**src/common/mm_cfg_pkg.sv**
```systemverilog
/* Matrix geometry and data widths. Elements are plain signed integers, no fixed point.
   Store words pack ELEMS_PER_WORD elements, lane j in bits 8j+7..8j */
package mm_cfg_pkg;

    // Operand element and store word
    localparam int ELEM_W         = 8;
    localparam int ELEMS_PER_WORD = 4;
    localparam int WORD_W         = ELEM_W * ELEMS_PER_WORD;

    // Inner dimension, shared by A rows and B columns
    localparam int INNER_DIM   = 16;
    localparam int INNER_WORDS = INNER_DIM / ELEMS_PER_WORD; // Words per row or column

    // Outer dimensions of A and B
    localparam int A_ROWS    = 4;
    localparam int B_COLS    = 4;
    localparam int ROW_PAIRS = A_ROWS / 2;         // Even and odd row read together
    localparam int NUM_TILES = ROW_PAIRS * B_COLS; // Results per run

    // Store addressing, A and B stores share the same depth
    localparam int ADDR_W = $clog2(A_ROWS * INNER_WORDS);

    // Result width, far above the 16-product worst case
    localparam int ACC_W = 32;

    typedef logic signed [ELEM_W-1:0] elem_t;
    typedef logic [WORD_W-1:0]        word_t;
    typedef logic [ADDR_W-1:0]        addr_t;
    typedef logic signed [ACC_W-1:0]  acc_t;

    // Tile coordinates of a result
    typedef logic [$clog2(ROW_PAIRS)-1:0] pair_idx_t;
    typedef logic [$clog2(B_COLS)-1:0]    col_idx_t;

endpackage

```
**src/common/mm_ctrl_pkg.sv**
```systemverilog
/* Sequencer control definitions. PIPE_DEPTH must track the register stages
   between a beat and its out_valid */
package mm_ctrl_pkg;

    // Sequencer states
    typedef enum logic [1:0] {
        IDLE,  // Waiting for start, stores writable
        RUN,   // One beat per cycle
        DRAIN  // Last beats still in flight
    } seq_state_t;

    // Store read, accumulate, writeback
    localparam int PIPE_DEPTH = 3;

endpackage

```
**src/common/mm_beat_if.sv**
```systemverilog
/* Read beat from the sequencer to the operand stores. No ready, a beat is taken
   in every cycle that valid is high */
interface mm_beat_if import mm_cfg_pkg::*; ();

    logic  valid;       // Beat issued this cycle
    logic  first;       // Inner word 0 of a tile
    logic  last;        // Final inner word of a tile
    addr_t a_even_addr; // Even A row word
    addr_t a_odd_addr;  // Odd A row word
    addr_t b_addr;      // B column word
    logic  busy;        // Stores owned by the engine

    modport seq (
        output valid, first, last,
        output a_even_addr, a_odd_addr, b_addr,
        output busy
    );

    modport store (
        input valid, first, last,
        input a_even_addr, a_odd_addr, b_addr,
        input busy
    );

endinterface

```
**src/common/mm_operand_if.sv**
```systemverilog
/* Operand words of one beat, one cycle after the beat was issued.
   Flags are already aligned with the read data */
interface mm_operand_if import mm_cfg_pkg::*; ();

    logic  valid;
    logic  first;   // Restart the accumulation
    logic  last;    // Close the tile
    word_t a_even;  // Even row word
    word_t a_odd;   // Odd row word
    word_t b_word;  // Shared by both lanes

    modport store (
        output valid, first, last,
        output a_even, a_odd, b_word
    );

    modport acc (
        input valid, first, last,
        input a_even, a_odd, b_word
    );

endinterface

```
**src/design/dot_accumulator.sv**
```systemverilog
/* Two lanes share one B word per beat. A tile is INNER_WORDS beats, first
   restarts the sum, so back-to-back tiles need no gap */
module dot_accumulator
    import mm_cfg_pkg::*;
(
    input  logic       clk,
    input  logic       rst_n,
    mm_operand_if.acc  opnd,
    output logic       res_valid,
    output acc_t       res_even,
    output acc_t       res_odd
);

    acc_t acc_even;   // Running sums
    acc_t acc_odd;
    acc_t dot_even;   // This beat's word products
    acc_t dot_odd;
    acc_t next_even;
    acc_t next_odd;

    // Signed dot product of the ELEMS_PER_WORD lanes of two words
    function automatic acc_t word_dot(input word_t a, input word_t b);
        elem_t ea;
        elem_t eb;
        acc_t  sum;
        sum = '0;
        for (int j = 0; j < ELEMS_PER_WORD; j++) begin
            ea  = a[j*ELEM_W +: ELEM_W];
            eb  = b[j*ELEM_W +: ELEM_W];
            sum = sum + ea * eb; // Sign extended to ACC_W
        end
        return sum;
    endfunction

    assign dot_even = word_dot(opnd.a_even, opnd.b_word);
    assign dot_odd  = word_dot(opnd.a_odd, opnd.b_word);

    // First beat loads instead of adding
    assign next_even = opnd.first ? dot_even : acc_even + dot_even;
    assign next_odd  = opnd.first ? dot_odd : acc_odd + dot_odd;

    always_ff @(posedge clk) begin
        if (opnd.valid) begin
            acc_even <= next_even;
            acc_odd  <= next_odd;
        end
        if (opnd.valid && opnd.last) begin
            res_even <= next_even; // Final tile sums
            res_odd  <= next_odd;
        end
    end

    always_ff @(posedge clk) begin
        if (!rst_n)
            res_valid <= 1'b0;
        else
            res_valid <= opnd.valid && opnd.last; // One pulse per tile
    end

endmodule

```
**src/design/matmul_top.sv**
```systemverilog
/* Block matrix multiplier, C = A x B^T over 4x16 operands, two results per pulse.
   No back-pressure, each result must be taken in its out_valid cycle */
module matmul_top
    import mm_cfg_pkg::*;
(
    input  logic      clk,
    input  logic      rst_n,
    input  logic      a_wr_en,
    input  addr_t     a_wr_addr,
    input  word_t     a_wr_data,
    input  logic      b_wr_en,
    input  addr_t     b_wr_addr,
    input  word_t     b_wr_data,
    input  logic      start,
    output logic      busy,
    output logic      out_valid,
    output pair_idx_t out_pair,
    output col_idx_t  out_col,
    output acc_t      c_even,
    output acc_t      c_odd,
    output logic      done
);

    logic start_accepted;
    logic res_valid;
    acc_t res_even;
    acc_t res_odd;

    mm_beat_if    beat_bus ();
    mm_operand_if opnd_bus ();

    assign busy = beat_bus.busy;

    tile_sequencer u_seq (
        .clk            (clk),
        .rst_n          (rst_n),
        .start          (start),
        .start_accepted (start_accepted),
        .beat           (beat_bus.seq)
    );

    operand_store u_store (
        .clk       (clk),
        .rst_n     (rst_n),
        .a_wr_en   (a_wr_en),
        .b_wr_en   (b_wr_en),
        .a_wr_addr (a_wr_addr),
        .b_wr_addr (b_wr_addr),
        .a_wr_data (a_wr_data),
        .b_wr_data (b_wr_data),
        .beat      (beat_bus.store),
        .opnd      (opnd_bus.store)
    );

    dot_accumulator u_acc (
        .clk       (clk),
        .rst_n     (rst_n),
        .opnd      (opnd_bus.acc),
        .res_valid (res_valid),
        .res_even  (res_even),
        .res_odd   (res_odd)
    );

    tile_writeback u_wb (
        .clk            (clk),
        .rst_n          (rst_n),
        .start_accepted (start_accepted),
        .res_valid      (res_valid),
        .res_even       (res_even),
        .res_odd        (res_odd),
        .out_valid      (out_valid),
        .out_pair       (out_pair),
        .out_col        (out_col),
        .c_even         (c_even),
        .c_odd          (c_odd),
        .done           (done)
    );

endmodule

```
**src/design/tile_sequencer.sv**
```systemverilog
/* Walks row pairs, then columns, then inner words, one beat per cycle.
   Start is taken only in IDLE, start while busy is dropped */
module tile_sequencer
    import mm_cfg_pkg::*;
    import mm_ctrl_pkg::*;
(
    input  logic      clk,
    input  logic      rst_n,
    input  logic      start,
    output logic      start_accepted,
    mm_beat_if.seq    beat
);

    seq_state_t                       state;
    logic [$clog2(INNER_WORDS)-1:0]   k_cnt;     // Inner word within a tile
    col_idx_t                         col_cnt;
    pair_idx_t                        pair_cnt;
    logic [$clog2(PIPE_DEPTH)-1:0]    drain_cnt;

    assign start_accepted = start && (state == IDLE);

    always_ff @(posedge clk) begin
        if (!rst_n) begin
            state     <= IDLE;
            k_cnt     <= '0;
            col_cnt   <= '0;
            pair_cnt  <= '0;
            drain_cnt <= '0;
        end else begin
            case (state)
                IDLE: begin
                    if (start) begin
                        state    <= RUN;
                        k_cnt    <= '0;
                        col_cnt  <= '0;
                        pair_cnt <= '0;
                    end
                end
                RUN: begin
                    k_cnt <= k_cnt + 1'b1; // Wraps to 0 at tile end
                    if (k_cnt == INNER_WORDS - 1) begin
                        if (col_cnt == B_COLS - 1) begin
                            col_cnt <= '0;
                            if (pair_cnt == ROW_PAIRS - 1) begin
                                pair_cnt  <= '0;
                                drain_cnt <= '0;
                                state     <= DRAIN; // Last beat issued
                            end else begin
                                pair_cnt <= pair_cnt + 1'b1;
                            end
                        end else begin
                            col_cnt <= col_cnt + 1'b1;
                        end
                    end
                end
                DRAIN: begin
                    // Hold busy until the last out_valid has gone out
                    if (drain_cnt == PIPE_DEPTH - 1)
                        state <= IDLE;
                    else
                        drain_cnt <= drain_cnt + 1'b1;
                end
                default: state <= IDLE;
            endcase
        end
    end

    assign beat.valid = (state == RUN);
    assign beat.first = beat.valid && (k_cnt == 0);
    assign beat.last  = beat.valid && (k_cnt == INNER_WORDS - 1);
    assign beat.busy  = (state != IDLE);   // RUN and DRAIN

    // Row-major word addresses, even row 2p, odd row 2p+1
    assign beat.a_even_addr = addr_t'((2 * pair_cnt) * INNER_WORDS + k_cnt);
    assign beat.a_odd_addr  = addr_t'((2 * pair_cnt + 1) * INNER_WORDS + k_cnt);
    assign beat.b_addr      = addr_t'(col_cnt * INNER_WORDS + k_cnt);

endmodule

```
**src/design/tile_writeback.sv**
```systemverilog
/* Results leave in issue order, so the tile count gives pair and column.
   done is sticky until the next accepted start */
module tile_writeback
    import mm_cfg_pkg::*;
(
    input  logic      clk,
    input  logic      rst_n,
    input  logic      start_accepted,
    input  logic      res_valid,
    input  acc_t      res_even,
    input  acc_t      res_odd,
    output logic      out_valid,
    output pair_idx_t out_pair,
    output col_idx_t  out_col,
    output acc_t      c_even,
    output acc_t      c_odd,
    output logic      done
);

    logic [$clog2(NUM_TILES+1)-1:0] tile_cnt; // Results seen this run

    // Result payload, indices follow the sequencer's column-inner order
    always_ff @(posedge clk) begin
        if (res_valid) begin
            c_even   <= res_even;
            c_odd    <= res_odd;
            out_col  <= col_idx_t'(tile_cnt % B_COLS);
            out_pair <= pair_idx_t'(tile_cnt / B_COLS);
        end
    end

    always_ff @(posedge clk) begin
        if (!rst_n) begin
            out_valid <= 1'b0;
            tile_cnt  <= '0;
            done      <= 1'b0;
        end else begin
            out_valid <= res_valid;
            if (start_accepted) begin
                tile_cnt <= '0;
                done     <= 1'b0; // Low from the cycle after start
            end else begin
                if (res_valid)
                    tile_cnt <= tile_cnt + 1'b1;
                // Set one cycle after the last out_valid
                if (out_valid && tile_cnt == NUM_TILES)
                    done <= 1'b1;
            end
        end
    end

endmodule

```
**src/operand_store/operand_ram.sv**
```systemverilog
/* One write port, NUM_RD registered read ports, read latency one.
   A read of the address being written returns the old word */
module operand_ram
    import mm_cfg_pkg::*;
#(
    parameter int NUM_RD = 1
) (
    input  logic  clk,
    input  logic  wr_en,
    input  addr_t wr_addr,
    input  word_t wr_data,
    input  addr_t rd_addr [NUM_RD],
    output word_t rd_data [NUM_RD]
);

    word_t mem [2**ADDR_W]; // No reset, contents come from the host

    // Host write port
    always_ff @(posedge clk) begin
        if (wr_en)
            mem[wr_addr] <= wr_data;
    end

    // Every read port runs each cycle
    always_ff @(posedge clk) begin
        for (int i = 0; i < NUM_RD; i++) begin
            rd_data[i] <= mem[rd_addr[i]];
        end
    end

endmodule

```
**src/operand_store/operand_store.sv**
```systemverilog
/* A store with two read ports (even and odd row), B store with one.
   Host writes are dropped while the engine is busy */
module operand_store
    import mm_cfg_pkg::*;
(
    input  logic        clk,
    input  logic        rst_n,
    input  logic        a_wr_en,
    input  logic        b_wr_en,
    input  addr_t       a_wr_addr,
    input  addr_t       b_wr_addr,
    input  word_t       a_wr_data,
    input  word_t       b_wr_data,
    mm_beat_if.store    beat,
    mm_operand_if.store opnd
);

    addr_t a_rd_addr [2];
    word_t a_rd_data [2];
    addr_t b_rd_addr [1];
    word_t b_rd_data [1];

    assign a_rd_addr[0] = beat.a_even_addr; // Port 0 serves even rows
    assign a_rd_addr[1] = beat.a_odd_addr;  // Port 1 serves odd rows
    assign b_rd_addr[0] = beat.b_addr;

    operand_ram #(
        .NUM_RD (2)
    ) u_a_ram (
        .clk     (clk),
        .wr_en   (a_wr_en && !beat.busy), // Write phase only
        .wr_addr (a_wr_addr),
        .wr_data (a_wr_data),
        .rd_addr (a_rd_addr),
        .rd_data (a_rd_data)
    );

    operand_ram #(
        .NUM_RD (1)
    ) u_b_ram (
        .clk     (clk),
        .wr_en   (b_wr_en && !beat.busy),
        .wr_addr (b_wr_addr),
        .wr_data (b_wr_data),
        .rd_addr (b_rd_addr),
        .rd_data (b_rd_data)
    );

    // Beat flags delayed to match the one-cycle read
    always_ff @(posedge clk) begin
        if (!rst_n) begin
            opnd.valid <= 1'b0;
            opnd.first <= 1'b0;
            opnd.last  <= 1'b0;
        end else begin
            opnd.valid <= beat.valid;
            opnd.first <= beat.first;
            opnd.last  <= beat.last;
        end
    end

    assign opnd.a_even = a_rd_data[0];
    assign opnd.a_odd  = a_rd_data[1];
    assign opnd.b_word = b_rd_data[0];

endmodule

```
**config.mk**
```make
export PLATFORM = sky130hd
export DESIGN_NAME = matmul_top
export DESIGN_NICKNAME = d
export VERILOG_FILES = /design/src/common/mm_cfg_pkg.sv /design/src/common/mm_ctrl_pkg.sv /design/src/common/mm_beat_if.sv /design/src/common/mm_operand_if.sv /design/src/design/dot_accumulator.sv /design/src/design/matmul_top.sv /design/src/design/tile_sequencer.sv /design/src/design/tile_writeback.sv /design/src/operand_store/operand_ram.sv /design/src/operand_store/operand_store.sv
export SDC_FILE = /design/constraint.sdc
export NUM_CORES = 2
export LEC_CHECK = 0
export BUFFER_PORTS_ARGS = -buffer_cell sky130_fd_sc_hd__buf_2
export CAP_MARGIN = 30
export CORE_UTILIZATION = 45
export CTS_CLUSTER_DIAMETER = 120
export CTS_CLUSTER_SIZE = 40
export DETAILED_ROUTE_END_ITERATION = 10
export GPL_TIMING_DRIVEN = 0
export PLACE_DENSITY = 0.6
export SYNTH_ARGS = -nofsm -noshare
export SYNTH_HDL_FRONTEND = slang
export SYNTH_HIERARCHICAL = 1
export SYNTH_SLANG_ARGS = --single-unit
```
**constraint.sdc**
```tcl
create_clock -name clk -period 9.7 [get_ports clk]
set_clock_uncertainty 0.15 [all_clocks]
set_input_delay 0.97 -clock clk [delete_from_list [all_inputs] [get_ports clk]]
set_output_delay 0.97 -clock clk [all_outputs]
set_load 0.01 [all_outputs]
```
==> impl_results.md <==
* Synthesized instance count at 5,213
* Top FF cell, synth: edfxtp_1
* Count of vias placed by the detailed router at 44,200
* Maximum net fanout on the critical path at 10
* Period minus WS final at just under 10 ns
* Summed instance area of the synthesized netlist at 77,100 µm²
* Layout Area Growth over Synthesis at 11.0%
* Cell variety after synth at 82
* Dominant cell by count in the synthesized netlist: edfxtp_1
* Launch instance of the worst register-to-register path: u_store/u_b_ram/rd_data[0]$_DFF_P_
* Worst Path Required at 9.97 ns
* Chip Width at 416 µm
* Violated checks: setup timing
* DRC errors left at 0
* Synthesized flop and latch total at about 1,300
* Final instance count without filler cells at 7,797
* Routed length per placed instance at 25.7 µm
* Yosys synthesis warning count at 6
* Post-route fraction of the period consumed by the critical path at 1.01
* Tightest Pin Transition at 1.01 ns
* Min-delay src: u_acc/res_odd[7]$_DFFE_PP_
* Post-synthesis area per instance at roughly 15 µm²
* Arrival time of the worst setup path at 10.12 ns
* IO Port Bufs at about 150
* TritonCTS clock tree: built
* Worst min-delay path category: reg -> reg
* Count of antenna-violating nets left after detailed routing at 0
* Area share of the largest cell type after synthesis at 0.475
* Initial DRC count at 3,690
* Maximum number of buffers from clock root to sink at 3
* Antenna violations before repair at 28
* Clock-pin slew on the worst setup and hold paths at 0.14 ns
* Global-route wire length before repair at 298,000 µm
* FMAX at 102 MHz
* Register area share after synthesis at 0.505
* Relative slew slack at 0.328
* Register cell area after layout at 39,000 µm²
* Top cell types by occurrence after synthesis: edfxtp_1 (1,219), inv_1 (715), fa_1 (618), mux4_2 (384), nand2_1 (384)
* EDFF count, synth at approximately 1,200
* Detailed-router iteration count before antenna repair at 5
* Total of hold buffers inserted after clock tree synthesis at 0
* Std-Cell Rows at approximately 150
* First element of the critical path: u_store/u_b_ram/rd_data[0]$_DFF_P_
* Cell chosen for the clock root: clkbuf_16
* Total congestion overflow at 0
* Crit-path slowest cell: o211ai_1
* Max-cap violations at 0
* Post-detailed-routing wire length at around 200,000 µm
* Unrepaired setup endpoints after global routing: yes
* Number of buffers added by the clock tree synthesis step at 45
* Worst-Skew Late Latency at roughly 0.74 ns
* Status: complete, but fails checks
* Async set-or-reset flop fraction in the synthesized netlist at 0
* CTS sink count at 1,334
* Final-layout fill cell count at around 14,000
* Largest net degree at the start of global routing at 74
* Final setup violation count at 14
* Final hold violation count at 0
* Largest incremental delay on the critical path at 0.64 ns
* Sort of element at the start of the critical path: register
* Initial standard-cell utilization of the core at 0.454
* Overall die area at between 150,000 and 200,000 µm²
* Vertical extent of the die at 416 µm
* Area leader, netlist: edfxtp_1
* Final Net Count at 6,516
* Number of ports placed on the die boundary at 147
* Worst Setup Path Type: reg -> reg
* Top post-synthesis cells by area: edfxtp_1 (47%), fa_1 (16%), mux4_2 (11%), ha_1 (4.7%), inv_1 (3.5%)
* Detailed-placement wirelength estimate at 149,000 µm
* Via count of the first global-routing pass at 46,800
* Count of H-tree levels built during CTS at 2
* Worst-case setup margin in the final layout at -0.145 ns
* RD Place Congestion at 0.899
* Area occupied by multi-input gates at 36,000 µm²
* Total track usage at 0.233
* Per-cell via count in the routed design at 5.67
* Final count of pins violating max slew at 0
* Fraction of layout cells with a size suffix above 1 at 0.196
* Critical path endpoint category: register
* Net count of the mapped netlist at 6,195
* Fraction of the core area covered by cells at the end of the flow at 0.504
* DP Cell Count at 7,642
* Core Area at 170,000 µm²
metrics by stage:
stage / area [µm²] / worst slack (ns) / setup TNS (ns) / hold slack [ns]
final: 85600 / -0.145 / -1.21 / 0.260
after detailed placement: 81900 / -2.23 / -69.55 / 0.255
after global routing: 85600 / -0.393 / -5.20 / 0.257
after floorplan: 77100 / 0.366 / 0 / 0.250
after CTS: 84700 / -0.0809 / -0.258 / 0.262
after global placement: 80600 / -2.35 / -68.32 / 0.252
final timing paths:
check	to	slack (ns)	cells after the start
worst max-delay path	u_acc/acc_odd[30]$_DFFE_PP_	-0.15	38
worst min-delay path	u_wb/c_odd[7]$_DFFE_PP_	0.26	0
worst max register to register	u_acc/acc_odd[30]$_DFFE_PP_	-0.15	38
worst min register to register	u_wb/c_odd[7]$_DFFE_PP_	0.26	0
sequential cells by signal, summed over array words and instances (netlist names), 2 cells and up:
signal and count:
u_acc/acc_even 32, u_acc/acc_odd 32, u_acc/res_even 32, u_acc/res_odd 32, u_seq/col_cnt 2, u_seq/drain_cnt 2, u_seq/k_cnt 2, u_seq/state 2
u_store/u_a_ram/mem 512, u_store/u_a_ram/rd_data 64, u_store/u_b_ram/mem 512, u_store/u_b_ram/rd_data 32, u_wb/c_even 32, u_wb/c_odd 32, u_wb/out_col 2, u_wb/tile_cnt 4
critical path, delay by kind of cell (launching register included):
| family | cells | cell delay, ns |
|---|---|---|
| AND/OR/NAND/NOR | 6 | 0.76 |
| XOR/XNOR | 1 | 0.16 |
| adder cells (fa/ha/maj) | 10 | 4.76 |
| buffers and inverters | 11 | 1.27 |
| flip-flops | 1 | 0.44 |
| AO/OA/AOI/OAI | 10 | 1.97 |
repair_timing:
item	4_1_cts	5_1_grt
cloned	0	0
setup endpoints to repair	66	54
gates resized for setup	234	165
pin swaps	54	82
buffers inserted	48	25
layout by cell type, fill, tap and decap left out, drive strengths merged, types with 9 or more instances in the layout:
master and count:
o211ai 11, a21o 45, nor2b 23, a21oi 92
nor2 126, or3 9, clkinv 10, diode 10
mux4 384, a211oi 18, buf 380, o21bai 17
o21a 15, o21ai 91, dfxtp 115, xnor2 91
nand2b 42, nor3b 9, edfxtp 1219, ha 287
o31ai 16, xor2 37, and2 264, nand3b 10
mux2 11, nor3 39, a22oi 194, nand3 21
nand4 11, inv 718, fa 618, clkbuf 154
nand2 384
cell families after synthesis:
family                   after synthesis  synth area share
other                                  2         0.0000974
adder cells (fa/ha/maj)              905             0.207
XOR/XNOR                             128            0.0145
AO/OA/AOI/OAI                        564            0.0503
flip-flops                          1334             0.505
multiplexers                         400             0.114
AND/OR/NAND/NOR                      971            0.0622
buffers and inverters                909            0.0469
cell type report:
| class | instances | share of cell area |
|---|---|---|
| Sequential cell | 1334 | 0.456 |
| Inverter | 717 | 0.0315 |
| Antenna cell | 10 | 0.000292 |
| Buffer | 183 | 0.0131 |
| Tap cell | 2218 | 0.0324 |
| Multi-Input combinational cell | 2970 | 0.421 |
| Clock buffer | 68 | 0.0142 |
| Timing Repair Buffer | 283 | 0.0279 |
| Clock inverter | 14 | 0.00387 |
routing by layer:
metal / vias to the layer above / global-route usage / share of wire
met2: 1432 / 0.394 / 0.49
met4: 20 / 0.0597 / 0.026
met1: 23200 / 0.319 / 0.42
met3: 278 / 0.0323 / 0.061
li1: 19300 / - / -
met5: - / 0 / 0.00069
Power is not shown: default switching activity piles up to over one toggle a cycle in this logic, so the estimate is an artifact.
